--- src/rtl/led_geom_pkg.sv ---
`default_nettype none

package led_geom_pkg;

  localparam int PANEL_COLS = 32;
  localparam int PANEL_ROWS = 16;
  localparam int SCAN_ROWS  = 8;   // 1/8 scan, two rows per line

  typedef struct packed {
    logic [7:0] red;
    logic [7:0] green;
    logic [7:0] blue;
  } pixel_t;

  typedef logic [$clog2(PANEL_ROWS)-1:0] row_t;
  typedef logic [$clog2(PANEL_COLS)-1:0] col_t;
  typedef logic [$clog2(SCAN_ROWS)-1:0]  scan_row_t;

  // Row in the upper bits, column in the lower
  typedef logic [$clog2(PANEL_ROWS*PANEL_COLS)-1:0] fb_addr_t;

endpackage

`default_nettype wire

--- src/rtl/shift_clock_gen.sv ---
`timescale 1ns/1ns
`default_nettype none

module shift_clock_gen #(
  parameter int CLK_DIV = 6
) (
  input  logic               clk,
  input  logic               rst_n,
  output logic               rgb_clk,
  output logic               col_tick,
  output led_geom_pkg::col_t col
);
  import led_geom_pkg::*;

  localparam int CNT_W = $clog2(CLK_DIV);

  logic [CNT_W-1:0] div_cnt;
  logic             div_done;

  // Controller needs up to 5 cycles after the tick before the rising edge
  if (CLK_DIV < 6) begin : g_div_check
    $error("shift_clock_gen: CLK_DIV must be at least 6");
  end

  assign div_done = (div_cnt == CNT_W'(CLK_DIV - 1));

  always_ff @(posedge clk or negedge rst_n) begin
    if (!rst_n) begin
      div_cnt  <= '0;
      rgb_clk  <= 1'b0;
      col_tick <= 1'b0;
      col      <= '0;
    end else begin
      col_tick <= div_done && rgb_clk;  // falling toggle
      if (div_done) begin
        div_cnt <= '0;
        rgb_clk <= ~rgb_clk;
      end else begin
        div_cnt <= div_cnt + 1'b1;
      end
      // Advance after the tick so the tick carries the current column
      if (col_tick) begin
        col <= (col == col_t'(PANEL_COLS - 1)) ? '0 : col + 1'b1;
      end
    end
  end

  a_tick_single: assert property (@(posedge clk) disable iff (!rst_n)
    col_tick |=> !col_tick)
    else $error("col_tick high on consecutive cycles");

endmodule

`default_nettype wire

--- config.mk ---
export PLATFORM = sky130hd
export DESIGN_NAME = shift_clock_gen
export DESIGN_NICKNAME = d
export VERILOG_FILES = /design/src/rtl/led_geom_pkg.sv /design/src/rtl/shift_clock_gen.sv
export SDC_FILE = /design/constraint.sdc
export NUM_CORES = 1
export LEC_CHECK = 0
export BUFFER_PORTS_ARGS = -buffer_cell sky130_fd_sc_hd__buf_2
export CAP_MARGIN = 5
export CORE_MARGIN = 5
export CORE_UTILIZATION = 33
export CTS_CLUSTER_DIAMETER = 40
export DETAILED_ROUTE_END_ITERATION = 10
export SLEW_MARGIN = 30
export SYNTH_ARGS = -nofsm -noshare
export SYNTH_HDL_FRONTEND = slang
export SYNTH_SLANG_ARGS = --single-unit
--- constraint.sdc ---
create_clock -name clk -period 1.7 [get_ports clk]
set_input_delay 0.255 -clock clk [delete_from_list [all_inputs] [get_ports clk]]
set_output_delay 0.255 -clock clk [all_outputs]
set_load 0.02 [all_outputs]
# ---- After elaboration in Yosys (flattened, before gate mapping)
# Index checks and enable logic that the tools add are counted.
dict set report op_classes {
  add_sub_neg 2
  eq_ne 2
  mux 2
  n_bitwise 1
  n_reduce_logical 1
}
# op count
set op_table {}
lappend op_table {{$add A5 B1 Y5 const B} 1}
lappend op_table {{$eq A5 B5 Y1 const B} 1}
lappend op_table {{$mux W5} 1}
lappend op_table {{$add A3 B1 Y3 const B} 1}
lappend op_table {{$eq A3 B3 Y1 const B} 1}
lappend op_table {{$mux W3} 1}
lappend op_table {{$logic_and A1 B1 Y1} 1}
lappend op_table {{$not A1 Y1} 1}
dict set report totals {
  regBits 10
  in_bits 2
  out_inout_bits 7
  elab_cells 12
}

# ---- Longest topological paths before layout
# Gate-level depths: netlist (run 1).
dict set report logic_depth {
  ltp_word 2
  mapped_depth 6
  ltp_nobuf 6
}

# ---- Worst setup path after synthesis (run 1)
# No wires, ideal clock.
dict set report synth_path {
  path_kind {register to register}
  from {reg col[0]}
  to {reg col[3]}
  setup_ns 0.066
  t_arrival_ns 1.473
  t_required_ns 1.634
  slack_ns 0.161
  stages_incl_launch_ff 7
  path_buffers 0
  period_less_slack_ns 1.539
  cell_sequence {dfrtp_1 ha_1 and3_1 ha_1 nand2b_2 nor2_2 a22o_1}
}
dict set report synth_between {
  elab_chain_cells 2
  elab_cells_between_ends 3
  classes_between {1 x add/sub; 1 x eq/ne; 1 x mux}
}
# item line_no
set synth_lines {}
lappend synth_lines {{start: declaration} shift_clock_gen.sv:11} ;# output led_geom_pkg::col_t col
lappend synth_lines {{start signal: assignment} shift_clock_gen.sv:43} ;# col <= (col == col_t'(PANEL_COLS - 1)) ? '0 : col + 1'b1;
lappend synth_lines {{$add A5 B1 Y5 / $eq A5 B5 Y1 (equally long branches)} shift_clock_gen.sv:43}
lappend synth_lines {{$mux W5 (*)} shift_clock_gen.sv:43}
# Mark *: on every way between the ends. The rest lies on a longest branch, timed or not.
# A chain may end at the register's enable or synchronous reset.

# ---- Final worst setup path (run 1)
# Same ends and word-level chain as after synthesis.

==> results.yml, run 1 <==
floorplan:
  placementRows: 13
  fp.dieW_um: 46.2
  core_area_um2: 1270
  start_util_pct: 34.0
  ios: 9
  die_y_um: 46.2
  die_area_um2: 2130
layout:
  fillers: 124
  area_growth_syn_to_layout_pct: 24.3
  fin_area_um2: 537
  multi_input_area_um2: 174
  nets: 54
  seq_area_um2: 250
  drive_above_1_share_pct: 32.7
  antenna_cells: 0
synth:
  synth_top_area_share_pct: 58.0
  synthFlopType: "dfrtp_1"
  synth_edf_count: 0
  ys_seq_area_share_pct: 58.0
  netlist_top_cells_area: "dfrtp_1 (58%), ha_1 (5.8%), mux2i_1 (4.6%)"
  synth_cell_type_count: 18
  ys_ff_latch: 10
  synthMostInstantiatedCell: "dfrtp_1"
  synth_cells: 36
  synth_nets: 40
  syn-cell-area_um2: 432
  synth_area_leader_cell: "dfrtp_1"
  synth_common_cells: "dfrtp_1 (10), and3_1 (3), nand2_1 (3)"
  yosysWarnings: 0
  avgSynthCellArea_um2: 12.0
  ys_async_sr_fraction_pct: 100
sta:
  skew_ps: 3.72
  setup_tns_ps: 0
  setup_violations: 0
  rsz0062_at_grt: "false"
  fin_crit_ps: 1520
  clock.fmax_mhz: 656
  slew-limit-headroom_pct: 84.0
  timing.final.crit_share_pct: 89.7
  drv_slew: 0
  fin_hold_ws_ps: 368
  tightest_slew_ps: 240
  finalHoldViolations: 0
global_route:
  grt_antenna_before_repair: 0
  grt_usage_pct: 8.89
  grt_pass1_vias: 275
  grt_overflow: 0
  grt_max_degree: 11
  grt_pass1_wl_mm: 1.20
cts:
  clock_latency_ps: 270
  root_buffer: "clkbuf_4"
  cts_tree: "yes"
  cts_inserted_buffers: 3
  cts_sinks: 10
  htreeDepth: 1
  path_clk_slew_ps: 70
  cts_resized: 0
  clock_path_buffers: 2
placement:
  gp_congestion: 0.782
  dp_hpwl_um: 477
  dpl_cell_area_um2: 490
  port_buffers: 8
setup_path:
  timing.rr.end: "col[3]"
  cp-endpoint: "col[3]"
  path_cells: "ha_1 > and3_1 > ha_1 > nand2b_2 > nor2_2 > a22o_1"
  reg2reg_depth: 6
  cpMostUsedCell: "ha_1"
  ff2ff_setup_slack_ps: 180
  setup.worst_path.start: "col[0]"
  critPathKind: "reg -> reg"
  cp.arrival_ps: 1730
  end_kind: "register"
  max_stage_delay_ps: 410
  cp_slowest_cell: "dfrtp_1"
  worst-path-max-fanout: 4
  crit_path_start_kind: "register"
  crit_required_ps: 1910
  reg2reg_from: "col[0]"
routing:
  drc: 0
  via_per_inst: 4.50
  drt-total-wl_um: 657
  num_vias: 288
  first_iter_violations: 4
  wire_per_inst_um: 10.3
  drt-pass1-iter-count: 4
  ant_nets: 0
pwr:
  p_per_area_nw_per_um2: 852
  p_leak_nw: 0.289
  max-vdd-ir-drop_uv: 511
run:
  cap_violations: 0
worst_hold_path:
  worstHoldPathType: "in -> async"
outcome:
  status: "completed"
-- critical path: cells and delay by family (launching register included) --
| family | cells | cell delay (ps) |
|---|---|---|
| AO/OA/AOI/OAI | 1 | 140 |
| AND/OR/NAND/NOR | 3 | 480 |
| flip-flops | 1 | 410 |
| adder cells (fa/ha/maj) | 2 | 440 |
-- worst min path at each step --
stage,startpoint,end
after floorplan,rst_n,col[0]
after global placement,rst_n,col[4]
after detailed placement,rst_n,div_cnt[0]
after CTS,rst_n,col[4]
after global routing,rst_n,col[4]
final,rst_n,col[4]
-- cells by family (layout without fill, tap and decap cells) --
| logic type | count (synthesis) | in the layout | share of synthesized area [%] |
|---|---|---|---|
| AND/OR/NAND/NOR | 12 | 12 | 16.8 |
| buffers and inverters | 2 | 15 | 1.74 |
| AO/OA/AOI/OAI | 6 | 6 | 8.41 |
| XOR/XNOR | 1 | 1 | 2.03 |
| multiplexers | 3 | 3 | 7.25 |
| adder cells (fa/ha/maj) | 2 | 2 | 5.80 |
| flip-flops | 10 | 10 | 58.0 |
-- timing repair --
action                    in CTS  in global routing
hold buffers                   1                  0
hold endpoints to repair      10                  0
setup buffers                  0                  0
-- metrics by stage --
| stage | utilization [%] | instances | worst slack, ps | total power, W |
|---|---|---|---|---|
| global route | 42.3 | 64 | 74.1 | 0.000489 |
| floorplan | - | 36 | 161 | 0.000242 |
| finish | 42.3 | 64 | 175 | 0.000457 |
| global placement | 38.7 | 59 | 175 | 0.000248 |
| CTS | 42.3 | 64 | 165 | 0.000471 |
| detailed placement | 38.7 | 59 | 188 | 0.000248 |
-- sequential cells by signal, summed over array words and instances (netlist names) --
name and cells:
col 5, col_tick 1, div_cnt 3, rgb_clk 1
-- cell type report --
type | instances | area share (%)
Clock buffer | 4 | 6.76
Inverter | 2 | 1.40
Multi-Input combinational cell | 24 | 32.4
Sequential cell | 10 | 46.6
Tap cell | 15 | 3.50
Timing Repair Buffer | 9 | 9.32
-- layout by cell type, fill, tap and decap left out, types with 2 or more instances in the layout --
master	n
o21ai_0	2
nand2_1	3
o21ai_1	2
dfrtp_1	10
clkbuf_4	3
mux2i_1	2
inv_1	2
ha_1	2
and3_1	3
buf_2	8
-- report_power, final --
group	switching [W]	internal, W
sequential	0	0.000238
clock	0.0000826	0.000130
combinational	0.00000449	0.00000234
-- routing by layer --
layer | vias to the layer above | global-route usage, % | wire length (um)
li1 | 151 | - | -
met1 | 126 | 10.8 | 307
met2 | 9 | 10.7 | 269
met3 | 2 | 7.03 | 68
met4 | 0 | 5.11 | 11
met5 | - | 0 | 0
(Power assumes the default switching activity.)
==> inputs of run 2 (changes only) <==
ABC_CLOCK_PERIOD_IN_PS = 1700   (was not set)
CORE_AREA = 5 5 42 44   (was not set)
CORE_MARGIN = not set   (was 5)
CORE_UTILIZATION = not set   (was 33)
DIE_AREA = 0 0 47 49   (was not set)
==> results.yml, run 2 (synthesis gave the netlist of run 1 again) <==
routing:
  drt-pass1-iter-count: 4
  first_iter_violations: 1
  ant_nets: 0
  via_per_inst: 4.57
  num_vias: 297
  drc: 0
  drt-total-wl_um: 760
  wire_per_inst_um: 11.7
placement:
  dp_hpwl_um: 531
  place_ws_ps: 197
  gp_congestion: 0.772
  placed_cells: 60
  port_buffers: 8
sta:
  skew_ps: 1.42
  rsz0062_at_grt: "false"
  finalHoldViolations: 0
  worst_slack_ps: 161
  setup_tns_ps: 0
  timing.final.crit_share_pct: 90.6
  tightest_slew_ps: 253
  clock.fmax_mhz: 650
  setup_violations: 0
  drv_slew: 0
  slew-limit-headroom_pct: 83.1
  fin_crit_ps: 1540
pwr:
  max-vdd-ir-drop_uv: 383
  p_per_area_nw_per_um2: 843
  power_w: 0.000454
  p_leak_nw: 0.289
floorplan:
  placementRows: 14
  start_util_pct: 30.8
  die_y_um: 49
  die_area_um2: 2300
  ios: 9
  fp.dieW_um: 47
  core_area_um2: 1400
setup_path:
  crit_required_ps: 1900
  ff2ff_setup_slack_ps: 160
  end_kind: "register"
  critPathKind: "reg -> reg"
  crit_path_start_kind: "register"
  reg2reg_depth: 6
  worst-path-max-fanout: 4
  reg2reg_from: "col[0]"
  cp.arrival_ps: 1740
  timing.rr.end: "col[3]"
cts:
  cts_tree: "yes"
  path_clk_slew_ps: 70
  root_buffer: "clkbuf_4"
  cts_sinks: 10
  htreeDepth: 1
  clock_latency_ps: 260
  cts_inserted_buffers: 3
  clock_path_buffers: 2
layout:
  top_register: "col"
  drive_above_1_share_pct: 32.7
  fin_util_pct: 38.4
  area_growth_syn_to_layout_pct: 24.6
  largest_reg_flops: 5
  top_regs: "col (5), div_cnt (3)"
  nets: 54
  antenna_cells: 0
  final_cells: 65
  final_common_cell: "dfrtp_1"
  layout_common_cells: "dfrtp_1 (10), buf_2 (8), and3_1 (3), nand2_1 (3), clkbuf_4 (3)"
global_route:
  grt_usage_pct: 8.24
  grt_pass1_vias: 311
  grt_pass1_wl_mm: 1.35
  grt_overflow: 0
  grt_max_degree: 11
  grt_antenna_before_repair: 0
outcome:
  status: "completed"
worst_hold_path:
  worstHoldPathType: "in -> async"
run:
  cap_violations: 0
run 2: how the worst max path moves through the flow:
| stage | from | end | cells past startpoint |
|---|---|---|---|
| finish | col[0] | col[3] | 6 |
| CTS | col[0] | col[3] | 6 |
| global route | col[0] | col[3] | 6 |
| floorplan | col[0] | col[3] | 6 |
| detailed placement | col[0] | col[3] | 6 |
| global placement | col[0] | col[3] | 6 |
run 2: layer usage:
layer	part of all wire (%)	vias to the layer above	track usage, %	wire length, um
met5	0	-	0	0
met4	0	0	2.76	0
met3	9.5	0	5.54	72
met2	46	10	10.9	348
met1	45	138	10.6	339
li1	-	149	-	-
run 2: final cells by class:
| class | count | area [um2] |
|---|---|---|
| Timing Repair Buffer | 9 | 50.0 |
| Inverter | 2 | 7.51 |
| Clock buffer | 4 | 36.3 |
| Multi-Input combinational cell | 24 | 174 |
| Tap cell | 16 | 20.0 |
| Fill cell | 148 | 863 |
| Sequential cell | 10 | 250 |
run 2: power by group:
| group | switching (W) | internal [W] | leakage [nW] |
|---|---|---|---|
| sequential | 0 | 0.000238 | 0.130 |
| clock | 0.0000789 | 0.000130 | 0.0210 |
| combinational | 0.00000470 | 0.00000234 | 0.137 |
| total | 0.0000836 | 0.000370 | 0.289 |
run 2: metrics by stage:
stage / instance area, um2 / hold slack, ps
CTS: 538 / 388
global placement: 492 / 128
global route: 538 / 388
detailed placement: 492 / 129
floorplan: 432 / -40.6
finish: 538 / 382
run 2: timing repair:
action / in CTS / in global routing
setup buffers: 0 / 0
gates resized for setup: 0 / 0
hold buffers: 1 / 0
endpoints found under the hold margin: 10 / 0
run 2: worst max-delay path: stages, from the launching register on:
cell and delay, ps:
dfrtp_1 420, ha_1 230, and3_1 190, ha_1 200, nand2b_2 210, nor2_2 90, a22o_1 140
