File: config.mk
export PLATFORM = sky130hd
export DESIGN_NAME = scan_controller
export DESIGN_NICKNAME = d
export VERILOG_FILES = /design/src/rtl/led_geom_pkg.sv /design/src/rtl/led_scan_pkg.sv /design/src/rtl/scan_controller.sv
export SDC_FILE = /design/constraint.sdc
export NUM_CORES = 1
export LEC_CHECK = 0
export BUFFER_PORTS_ARGS = -buffer_cell sky130_fd_sc_hd__buf_2
export CORE_ASPECT_RATIO = 1.75
export CORE_MARGIN = 3
export CORE_UTILIZATION = 30
export CTS_BUF_LIST = sky130_fd_sc_hd__clkbuf_4 sky130_fd_sc_hd__clkbuf_8
export CTS_CLUSTER_SIZE = 10
export DETAILED_ROUTE_END_ITERATION = 16
export REMOVE_ABC_BUFFERS = 1
export SLEW_MARGIN = 10
export SYNTH_ARGS = -nofsm -noshare
export SYNTH_HDL_FRONTEND = slang
export SYNTH_SLANG_ARGS = --single-unit
export TNS_END_PERCENT = 1
File: constraint.sdc
create_clock -name clk -period 1.5 [get_ports clk]
set_input_delay 0.225 -clock clk [delete_from_list [all_inputs] [get_ports clk]]
set_output_delay 0.225 -clock clk [all_outputs]
set_load 0.02 [all_outputs]
File: src/rtl/led_geom_pkg.sv
`default_nettype none

package led_geom_pkg;

  localparam int PANEL_COLS = 32;
  localparam int PANEL_ROWS = 16;
  localparam int SCAN_ROWS  = 8;   // 1/8 scan, two rows per line

  typedef struct packed {
    logic [7:0] red;
    logic [7:0] green;
    logic [7:0] blue;
  } pixel_t;

  typedef logic [$clog2(PANEL_ROWS)-1:0] row_t;
  typedef logic [$clog2(PANEL_COLS)-1:0] col_t;
  typedef logic [$clog2(SCAN_ROWS)-1:0]  scan_row_t;

  // Row in the upper bits, column in the lower
  typedef logic [$clog2(PANEL_ROWS*PANEL_COLS)-1:0] fb_addr_t;

endpackage

`default_nettype wire

File: src/rtl/led_scan_pkg.sv
`default_nettype none

package led_scan_pkg;

  typedef enum logic [2:0] {
    IDLE,
    LATCH,
    READ_TOP,
    READ_BOT,
    CAPTURE
  } scan_state_e;

  typedef struct packed {
    logic r;
    logic g;
    logic b;
  } rgb_bits_t;

  // Everything the panel connector needs, except the shift clock
  typedef struct packed {
    led_geom_pkg::scan_row_t addr;
    rgb_bits_t               rgb0;  // upper half
    rgb_bits_t               rgb1;  // lower half
    logic                    stb;
  } hub75_drive_t;

endpackage

`default_nettype wire

File: src/rtl/scan_controller.sv
`timescale 1ns/1ns
`default_nettype none

module scan_controller #(
  parameter int PWM_BITS = 8
) (
  input  logic                       clk,
  input  logic                       rst_n,
  input  logic                       col_tick,
  input  led_geom_pkg::col_t         col,
  output led_geom_pkg::fb_addr_t     rd_addr,
  input  led_geom_pkg::pixel_t       rd_data,
  output led_scan_pkg::hub75_drive_t drive
);
  import led_geom_pkg::*;
  import led_scan_pkg::*;

  localparam int ROW_W   = $bits(scan_row_t);
  localparam int PHASE_W = ROW_W + PWM_BITS;

  scan_state_e         state;
  scan_state_e         state_nxt;
  logic [PHASE_W-1:0]  phase;       // PWM level above the scan row
  logic [PWM_BITS-1:0] level;
  scan_row_t           scan_row;
  col_t                col_q;
  logic                line_pending;
  rgb_bits_t           top_bits;
  rgb_bits_t           pix_bits;

  if (PWM_BITS < 1 || PWM_BITS > 8) begin : g_pwm_check
    $error("scan_controller: PWM_BITS must be 1 to 8");
  end

  function automatic rgb_bits_t to_bits(pixel_t p, logic [PWM_BITS-1:0] lvl);
    rgb_bits_t bits;
    bits.r = (lvl < p.red[7 -: PWM_BITS]);
    bits.g = (lvl < p.green[7 -: PWM_BITS]);
    bits.b = (lvl < p.blue[7 -: PWM_BITS]);
    return bits;
  endfunction

  assign scan_row = phase[ROW_W-1:0];
  assign level    = phase[PHASE_W-1 -: PWM_BITS];
  assign pix_bits = to_bits(rd_data, level);

  // Upper row while in READ_TOP, lower partner in READ_BOT
  assign rd_addr = {state == READ_BOT, scan_row, col_q};

  always_comb begin
    state_nxt = state;
    case (state)
      IDLE: begin
        if (col_tick) begin
          state_nxt = (col == '0 && line_pending) ? LATCH : READ_TOP;
        end
      end
      LATCH:    state_nxt = READ_TOP;
      READ_TOP: state_nxt = READ_BOT;
      READ_BOT: state_nxt = CAPTURE;
      CAPTURE:  state_nxt = IDLE;
      default:  state_nxt = IDLE;
    endcase
  end

  always_ff @(posedge clk or negedge rst_n) begin
    if (!rst_n) begin
      state        <= IDLE;
      phase        <= '0;
      col_q        <= '0;
      line_pending <= 1'b0;
      drive        <= '0;
    end else begin
      state     <= state_nxt;
      drive.stb <= 1'b0;
      case (state)
        IDLE: begin
          if (col_tick) begin
            col_q <= col;
            if (state_nxt == LATCH) begin
              drive.stb    <= 1'b1;
              drive.addr   <= scan_row;  // row just shifted in
              line_pending <= 1'b0;
            end
          end
        end
        LATCH: phase <= phase + 1'b1;  // next line, level steps every 8
        CAPTURE: begin
          drive.rgb0 <= top_bits;
          drive.rgb1 <= pix_bits;
          if (col_q == col_t'(PANEL_COLS - 1)) begin
            line_pending <= 1'b1;
          end
        end
        default: ;
      endcase
    end
  end

  // Upper pixel arrives one cycle after its address
  always_ff @(posedge clk) begin
    if (state == READ_BOT) begin
      top_bits <= pix_bits;
    end
  end

  a_tick_in_idle: assert property (@(posedge clk) disable iff (!rst_n)
    col_tick |-> state == IDLE)
    else $error("col_tick outside IDLE, shift clock too fast");

  a_stb_single: assert property (@(posedge clk) disable iff (!rst_n)
    drive.stb |=> !drive.stb)
    else $error("stb high on consecutive cycles");

  a_addr_on_stb: assert property (@(posedge clk) disable iff (!rst_n)
    !$stable(drive.addr) |-> drive.stb)
    else $error("scan address moved without a latch");

endmodule

`default_nettype wire

Yosys cells after proc, flatten, opt, wreduce, memory -nomap -nowiden
Cells that the tools add are included.
{"block": "word_totals", "ff_bits": 33, "latchBits": 0, "mem_bits_rw": 0, "rom_bits": 0, "inputBits": 32, "out_inout_bits": 19, "elab_cells": 45, "memories": 0}
{"block": "op_classes", "n_addsub": 1, "multipliers": 0, "div_mod_pow": 0, "n_lt_le_gt_ge": 3, "eq_ne": 9, "shift": 0, "mux": 10, "n_bitwise": 0, "reduce_logical": 7}
{"op": "< comparator 8 bit", "n": 3}
{"op": "one-hot mux 3 bit (4 select lines)", "n": 1}
{"op": "adder 11 x 1 -> 11 bit (second input constant)", "n": 1}
{"op": "equality test 3 x 1 -> 1 bit (second input constant)", "n": 2}
{"op": "equality test 3 x 2 -> 1 bit (second input constant)", "n": 2}
{"op": "2-to-1 mux 1 bit", "n": 6}
{"op": "inequality test 2 bit (second input constant)", "n": 3}
{"op": "equality test 5 bit (second input constant)", "n": 1}
{"op": "zero test 5 bit", "n": 1}
{"op": "AND reduction 4 bit", "n": 1}
{"op": "equality test 3 bit (second input constant)", "n": 1}
{"op": "zero test 3 bit", "n": 1}
{"op": "2-to-1 mux 3 bit", "n": 1}
{"op": "AND reduction 3 bit", "n": 1}
{"op": "2-to-1 mux 2 bit", "n": 1}
{"op": "one-hot mux 1 bit (2 select lines)", "n": 1}
{"op": "AND reduction 2 bit", "n": 1}
{"op": "nonzero test 2 bit", "n": 1}
{"op": "logical AND 1 bit", "n": 1}

Depth between registers and ports, before layout
Gate-level depths: netlist of the first run.
{"block": "logic_depth", "depth_word": 9, "depth_mapped": 6, "ltp_nobuf": 6}

Worst setup path before layout of the first run
OpenSTA, ideal clock, no wires.
{"block": "synth_timing", "kind": "register to register", "from": "register state[2]", "to": "register drive[9] in the netlist's numbering", "setup_ns": 0.125, "arrival_ns": 1.420, "required_ns": 1.375, "setup_slack_ns": -0.045, "path_stages_with_launch": 5, "path_buffers": 1, "synth_period_minus_slack_ns": 1.545, "cell_sequence": "dfrtp_1 clkbuf_1 nor4_4 nand2_4 mux2_4"}
{"block": "synth_between", "elab_chain_len": 4, "elab_cells_between_ends": 8, "cone_classes": "eq/ne: 4; mux: 2; reduce/logical: 2"}
{"item": "start: declaration", "line_no": "scan_controller.sv:21", "text": "scan_state_e state;"}
{"item": "start signal: assignment", "line_no": "scan_controller.sv:74", "text": "state <= state_nxt;"}
{"item": "equality test 3 x 2 -> 1 bit, or another cell as far along", "line_no": "scan_controller.sv:52", "text": "case (state)"}
{"item": "one-hot mux 3 bit (4 select lines)", "line_no": "scan_controller.sv:52"}
{"item": "equality test 3 x 1 -> 1 bit", "line_no": "scan_controller.sv:80", "text": "if (state_nxt == LATCH) begin"}
{"item": "AND reduction 3 bit (no source line) *"}
{"item": "end: declaration", "line_no": "scan_controller.sv:13", "text": "output led_scan_pkg::hub75_drive_t drive"}
Mark *: on every way between the ends. The rest lies on a longest branch, timed or not.
A chain may end at the register's enable or synchronous reset.

==> metrics.log, run 1 <==
[metrics] die area: 0.00733 mm^2
[metrics] # diodes: 0
[metrics] portion of the post-synthesis area used by sequential elements: 44.4%
[metrics] CP Capture Type: flip-flop
[metrics] number of endpoints with negative hold slack in the final report: 0
[metrics] synthesis warning total: 0
[metrics] global-route wire length before repair: 6.84 mm
[metrics] CTS tree: built
[metrics] critical path startpoint category: flip-flop
[metrics] routed vias: 1441
[metrics] final standard cell area without fillers: 0.00254 mm^2
[metrics] internal power of the cells: 0.00202 W
[metrics] final critical path time including I/O delays and setup: 1.64 ns
[metrics] power density relative to cell area: 1220 mW/mm^2
[metrics] Synth Instances: 163
[metrics] Area Growth Syn to Fin: 34.1%
[metrics] final worst setup slack: -0.136 ns
[metrics] cell area after synthesis: 0.00189 mm^2
[metrics] vias in the first global route: 1571
[metrics] routed wire length: 4.08 mm
[metrics] count of different cell masters after synthesis: 32
[metrics] antenna-violating nets left: 0
[metrics] number of H-tree levels: 2
[metrics] unrepaired setup endpoints after global routing: yes
[metrics] number of violations reported at the end of detailed-routing iteration 0: 23
[metrics] clock network latency to the later pin of the worst-skew pair: 0.28 ns
[metrics] Crit Path Max Fanout: 4
[metrics] Detail Placement HPWL: 3.42 mm
[metrics] first-pass iteration count of the detailed router: 4
[metrics] share of final-layout standard cells stronger than drive strength 1: 45.4%
[metrics] highest attainable clock frequency: 0.611 GHz
[metrics] detail-routed net length per standard cell: 12.8 um
[metrics] Synth top area share: 39.7%
[metrics] drc violations: 0
[metrics] peak supply drop: 0.803 mV
[metrics] maxcap violations: 0
[metrics] cell types occupying the most area after synthesis: sky130_fd_sc_hd__dfrtp_1, sky130_fd_sc_hd__ha_1, sky130_fd_sc_hd__mux2_2
[metrics] violations in the final reports: setup timing
[metrics] Boundary Pins: 51
[metrics] biggest area consumer among synthesized cells: sky130_fd_sc_hd__dfrtp_1
[metrics] remaining max-slew budget at the tightest pin: 74.5%
[metrics] final weighted congestion in routability-driven placement: 0.729
[metrics] count of pins over their slew limit: 0
[metrics] Reg power frac: 40.6%
[metrics] global route total overflow: 0
[metrics] worst hold-check path type: input pin to flip-flop
[metrics] result of the run: finished with violations
[metrics] Port Buffers: 50
[metrics] TritonCTS Buffers: 5
[metrics] width of the die: 66.0 um
[metrics] pre-CTS setup slack: -0.142 ns
[metrics] clock group share of total power: 21.0%
[metrics] pin count of the biggest net entering global routing: 17
[metrics] power dissipated by switching net loads: 0.00108 W
[metrics] Core ar.: 0.00602 mm^2
[metrics] Worst EP required: 1.67 ns
[metrics] combinational group share of total power: 38.4%
[metrics] final setup skew: 0.00256 ns
[metrics] cell at the root of the clock tree: sky130_fd_sc_hd__clkbuf_8
[metrics] most used cells in the layout excluding fill and tap cells: sky130_fd_sc_hd__buf_2, sky130_fd_sc_hd__dfrtp_1, sky130_fd_sc_hd__inv_1, sky130_fd_sc_hd__ha_1, sky130_fd_sc_hd__buf_4
[metrics] Slew @ Worst Pin: 0.382 ns
[metrics] antenna violations before repair: 0
[metrics] Setup CP Type: flip-flop to flip-flop
[metrics] vertical die dimension: 111 um
[metrics] synthesized flop and latch total: 33
[metrics] static leakage: 1.35 nW
[metrics] share of the clock period used by the worst path after layout: 109%
[metrics] buffer levels on the longest clock path: 2
[metrics] Total Nets Final: 293
[metrics] average vias per placed instance: 4.53
[metrics] initial cell density of the core: 31.4%
[metrics] Overall Global Routing Usage: 11.9%
[metrics] arrival time of the worst setup path: 1.80 ns
[metrics] cell row count: 37
[metrics] Setup Viol. Count Final: 11
[metrics] most common cell after layout, fill and taps aside: sky130_fd_sc_hd__buf_2
[metrics] post-CTS clock slew at the launch and capture registers of the worst setup and hold paths: 0.07 ns
[metrics] cell area after placement: 0.00238 mm^2
[metrics] Sw Ratio: 34.9%
[metrics] number of clock sinks seen by CTS: 33
[metrics] Mean Syn Cell Area: 11.6 um^2
==> worst max-delay path: stages (launching register included) <==
cell	delay, ns
sky130_fd_sc_hd__dfrtp_2	0.45
sky130_fd_sc_hd__ha_1	0.31
sky130_fd_sc_hd__nand4_1	0.11
sky130_fd_sc_hd__o311a_1	0.40
sky130_fd_sc_hd__mux2_2	0.27
==> cells in the mapped netlist (all sizes together) <==
library cell and count:
clkbuf 1, a21oi 4, nand2b 3, edfxtp 3, dfrtp 30, and3b 2, a22o 1, a211oi 1
nor2 6, nand4bb 1, o21a 1, o311a 3, a211o 3, mux2 15, nor4 1, nand3 7
buf 3, nand4 7, ha 22, xor2 2, xnor2 8, nor3 2, a31oi 3, inv 24
nand2 3, or4b 1, nor3b 1, and3 2, a21o 3
==> layout make-up <==
class / instances / area, um^2
Fill cell: 598 / 3480
Clock inverter: 3 / 17.5
Inverter: 24 / 90.1
Multi-Input combinational cell: 102 / 971
Tap cell: 78 / 97.6
Timing Repair Buffer: 73 / 448
Clock buffer: 5 / 68.8
Sequential cell: 33 / 843
==> layer usage <==
| layer | GRT usage, % | part of all wire, % | up-vias |
|---|---|---|---|
| li1 | - | - | 728 |
| met1 | 12.8 | 38 | 681 |
| met2 | 21.9 | 56 | 27 |
| met3 | 2.33 | 4.1 | 5 |
| met4 | 4.48 | 1.6 | 0 |
| met5 | 0 | 0 | - |
==> stage by stage <==
stage                     power [W]  TNS (ns)  hold WS [ns]  cells  util, %
after CTS                   0.00315    -0.817         0.176    317     41.4
after floorplan             0.00194   -0.0524       -0.0706    159        -
after global routing        0.00331     -1.41         0.184    318     42.1
final                       0.00311    -0.649         0.187    318     42.1
after detailed placement    0.00245    -0.956         0.169    308     39.6
after global placement      0.00244    -0.823         0.168    308     39.6
==> registers in the layout, indices dropped and copies added, names as in the netlist <==
register,cells
col_q,5
drive,10
line_pending,1
phase,11
state,3
top_bits,3
==> power by group through the flow <==
| stage | Clock (W) | Sequential (W) | Combinational [W] |
|---|---|---|---|
| global placement | 0 | 0.00128 | 0.00116 |
| global route | 0.000706 | 0.00129 | 0.00131 |
| finish | 0.000651 | 0.00126 | 0.00119 |
| detailed placement | 0 | 0.00128 | 0.00117 |
| floorplan | 0 | 0.00149 | 0.000446 |
| CTS | 0.000674 | 0.00127 | 0.00121 |
==> cells by family after synthesis <==
| logic type | after synthesis | synth area share (%) |
|---|---|---|
| AO/OA/AOI/OAI | 19 | 7.54 |
| XOR/XNOR | 10 | 4.63 |
| adder cells (fa/ha/maj) | 22 | 14.6 |
| buffers and inverters | 28 | 6.15 |
| flip-flops | 33 | 44.4 |
| multiplexers | 15 | 9.52 |
| AND/OR/NAND/NOR | 36 | 13.2 |
==> repair_timing <==
action | 4_1_cts | 5_1_grt
endpoints found under the hold margin | 15 | 0
endpoints found under the setup margin | 11 | 16
hold buffers | 1 | 0
resized for setup | 4 | 7
pin swaps | 0 | 1
buffers inserted | 0 | 1
==> worst paths after layout <==
kind / from / endpoint / slack, ns / cells past startpoint
max: phase[10] / drive[1] / -0.14 / 4
min: col[3] / col_q[3] / 0.19 / 2
max reg2reg: phase[10] / drive[1] / -0.14 / 4
min reg2reg: top_bits[2] / drive[6] / 0.49 / 1
max in group asynchronous: rst_n / phase[10] / 0.68 / 3
min in group asynchronous: rst_n / col_q[4] / 0.39 / 2
Power figures use the tool's default switching activity.
==> inputs of run 2 (changes only) <==
Settings changed: CORE_UTILIZATION 30 to 35, PLACE_DENSITY_LB_ADDON from default to 0.25.
Clock period 1.5 ns to 1.9 ns, I/O delays scaled along.
==> run 2 against run 1 <==
The run now ends clean. Highest routed layer unchanged. Critical path type unchanged. Sequential share of layout area increased by 3.9 points. Power decreased by 27%. Worst setup slack improved by 0.34 ns.
==> metrics.log, run 2 (same netlist as run 1, synthesis figures left out) <==
[metrics] result of the run: finished, final reports clean
[metrics] clock network latency to the later pin of the worst-skew pair: 0.28 ns (about the same)
[metrics] CTS tree: built
[metrics] final worst setup slack: 0.204 ns (+0.340 ns)
[metrics] highest attainable clock frequency: 0.590 GHz (-3.5%)
[metrics] count of instances resized after the clock tree is built: 0 (-4)
[metrics] startpoint of the worst-slack reg-to-reg timing path: phase[9]
[metrics] unrepaired setup endpoints after global routing: no
[metrics] slowest stage cell on the critical path: sky130_fd_sc_hd__dfrtp_1
[metrics] internal reg-to-reg setup slack: 0.20 ns (+0.34 ns)
[metrics] buffer levels on the longest clock path: 2 (unchanged)
[metrics] vias in the first global route: 1424 (-9.4%)
[metrics] share of the clock period used by the worst path after layout: 89.2% (-20 points)
[metrics] number of clock sinks seen by CTS: 33 (unchanged)
[metrics] detail-routed net length per standard cell: 13.7 um (+6.6%)
[metrics] number of H-tree levels: 2 (unchanged)
[metrics] largest registers in the final layout: phase: 11 flops, drive: 10 flops, col_q: 5 flops
[metrics] Total Nets Final: 270 (-7.8%)
[metrics] combinational group share of total power: 30.3% (-8.1 points)
[metrics] final setup skew: 0.00260 ns (+0.0000370 ns)
[metrics] Slew @ Worst Pin: 0.647 ns (+0.266 ns)
[metrics] TritonCTS Buffers: 5 (unchanged)
[metrics] Area Growth Syn to Fin: 19.7%
[metrics] largest register by flop count: phase
[metrics] cell area after placement: 0.00218 mm^2 (-8.4%)
[metrics] setup tns final: 0 ns (+0.649 ns)
[metrics] power dissipated by switching net loads: 0.000807 W (-25%)
[metrics] Core ar.: 0.00510 mm^2 (-15%)
[metrics] pre-CTS setup slack: 0.189 ns (+0.331 ns)
[metrics] power density relative to cell area: 995 mW/mm^2 (-19%)
[metrics] static leakage: 1.23 nW (-8.9%)
[metrics] Port Buffers: 50 (unchanged)
[metrics] # diodes: 0 (unchanged)
[metrics] Boundary Pins: 51 (unchanged)
[metrics] final weighted congestion in routability-driven placement: 0.760 (+4.3%)
[metrics] pin count of the biggest net entering global routing: 31 (+14)
[metrics] Setup Viol. Count Final: 0 (-11)
[metrics] post-CTS clock slew at the launch and capture registers of the worst setup and hold paths: 0.06 ns (about the same)
[metrics] Setup CP Type: flip-flop to flip-flop
[metrics] first-pass iteration count of the detailed router: 4 (unchanged)
[metrics] most common cell after layout, fill and taps aside: sky130_fd_sc_hd__buf_2
[metrics] cell at the root of the clock tree: sky130_fd_sc_hd__clkbuf_8
[metrics] drc violations: 0 (unchanged)
[metrics] Crit Path Max Fanout: 5 (+1)
[metrics] Worst Reg2Reg Path Length in Cells: 4 (unchanged)
[metrics] Worst EP required: 2.07 ns (+0.40 ns)
[metrics] sequence of cells on the critical path: ha_1 > nand4_1 > o311a_1 > mux2_2
[metrics] share of final-layout standard cells stronger than drive strength 1: 35.5% (-9.9 points)
[metrics] most used cells in the layout excluding fill and tap cells: sky130_fd_sc_hd__buf_2, sky130_fd_sc_hd__dfrtp_1, sky130_fd_sc_hd__inv_1, sky130_fd_sc_hd__ha_1, sky130_fd_sc_hd__mux2_2
[metrics] worst hold-check path type: input pin to asynchronous set/reset pin
[metrics] initial cell density of the core: 37.1% (+5.6 points)
[metrics] count of pins over their slew limit: 0 (unchanged)
[metrics] clock group share of total power: 21.8% (+0.8 points)
[metrics] vertical die dimension: 103 um (-7.0%)
[metrics] global-route wire length before repair: 6.21 mm (-9.2%)
[metrics] global route total overflow: 0 (unchanged)
[metrics] Overall Global Routing Usage: 13.5% (+1.6 points)
[metrics] routed vias: 1349 (-6.4%)
[metrics] internal power of the cells: 0.00145 W (-28%)
[metrics] cell count after placement: 263 (-15%)
[metrics] critical path startpoint category: flip-flop
[metrics] endpoint of the most critical register-to-register path: drive[2]
[metrics] width of the die: 61.6 um (-6.7%)
[metrics] routed wire length: 3.70 mm (-9.2%)
[metrics] number of flip-flops under the largest register name: 11 (unchanged)
[metrics] number of buffers added to fix hold violations after cts: 0 (-1)
[metrics] average vias per placed instance: 4.98 (+9.9%)
[metrics] post-route non-filler standard cell count: 271 (-15%)
[metrics] Reg power frac: 48.0% (+7.4 points)
[metrics] biggest cell delay along the critical path: 0.46 ns (about the same)
[metrics] cell row count: 34 (-8.1%)
[metrics] arrival time of the worst setup path: 1.86 ns (+0.06 ns)
[metrics] antenna violations before repair: 0 (unchanged)
[metrics] share of the core filled with cells in the final layout: 44.4% (+2.2 points)
[metrics] number of violations reported at the end of detailed-routing iteration 0: 32 (+39%)
[metrics] maxcap violations: 0 (unchanged)
[metrics] number of setup buffers added after CTS: 0 (unchanged)
[metrics] number of endpoints with negative hold slack in the final report: 0 (unchanged)
[metrics] final critical path time including I/O delays and setup: 1.70 ns (+0.0600 ns)
[metrics] remaining max-slew budget at the tightest pin: 56.8% (-18 points)
[metrics] Sw Ratio: 35.8% (+0.95 points)
[metrics] CP Capture Type: flip-flop
[metrics] die area: 0.00636 mm^2 (-13%)
[metrics] final standard cell area without fillers: 0.00226 mm^2 (-11%)
[metrics] antenna-violating nets left: 0 (unchanged)
[metrics] peak supply drop: 0.563 mV (-30%)
[metrics] Detail Placement HPWL: 3.01 mm (-12%)
run 2: cell type report:
cell class                      count  area [um^2]
Fill cell                         506         2840
Multi-Input combinational cell    102          935
Sequential cell                    33          841
Timing Repair Buffer               50          250
Inverter                           24         90.1
Clock buffer                        5         68.8
Tap cell                           54         67.6
Clock inverter                      3         12.5
run 2: worst max-delay path by stage:
stage	slack [ns]	end	cells past startpoint	startpoint
finish	0.20	drive[2]	4	phase[9]
global route	0.13	drive[2]	4	phase[9]
floorplan	0.38	drive[8]	4	col[3]
global placement	0.20	drive[7]	5	col[3]
CTS	0.20	drive[2]	4	phase[9]
detailed placement	0.19	drive[8]	5	col[3]
run 2: stage by stage:
stage                     total power (W)  hold WS [ns]
after floorplan                   0.00153       -0.0106
after global placement            0.00179         0.366
after detailed placement          0.00179         0.361
after CTS                         0.00229        0.0515
after global routing              0.00240        0.0726
final                             0.00225        0.0265
run 2: critical path, delay by kind of cell, from the launching register on:
family / cells / cell delay, ns
compound gates: 1 / 0.41
fa+ha+maj: 1 / 0.33
flops: 1 / 0.46
mux: 1 / 0.27
simple gates: 1 / 0.11
run 2: power by group through the flow:
stage / Combinational (W) / Sequential [W] / Clock (W)
global placement: 0.000687 / 0.00110 / 0
finish: 0.000683 / 0.00108 / 0.000490
global route: 0.000752 / 0.00112 / 0.000534
CTS: 0.000697 / 0.00109 / 0.000509
detailed placement: 0.000695 / 0.00109 / 0
floorplan: 0.000352 / 0.00118 / 0
run 2: layer usage:
layer	vias up	track usage (%)	wire length, um	share of wire (%)
li1	678	-	-	-
met1	624	13.9	1420	38
met2	40	24.6	2020	55
met3	7	3.35	182	4.9
met4	0	5.88	72	1.9
met5	-	0	0	0
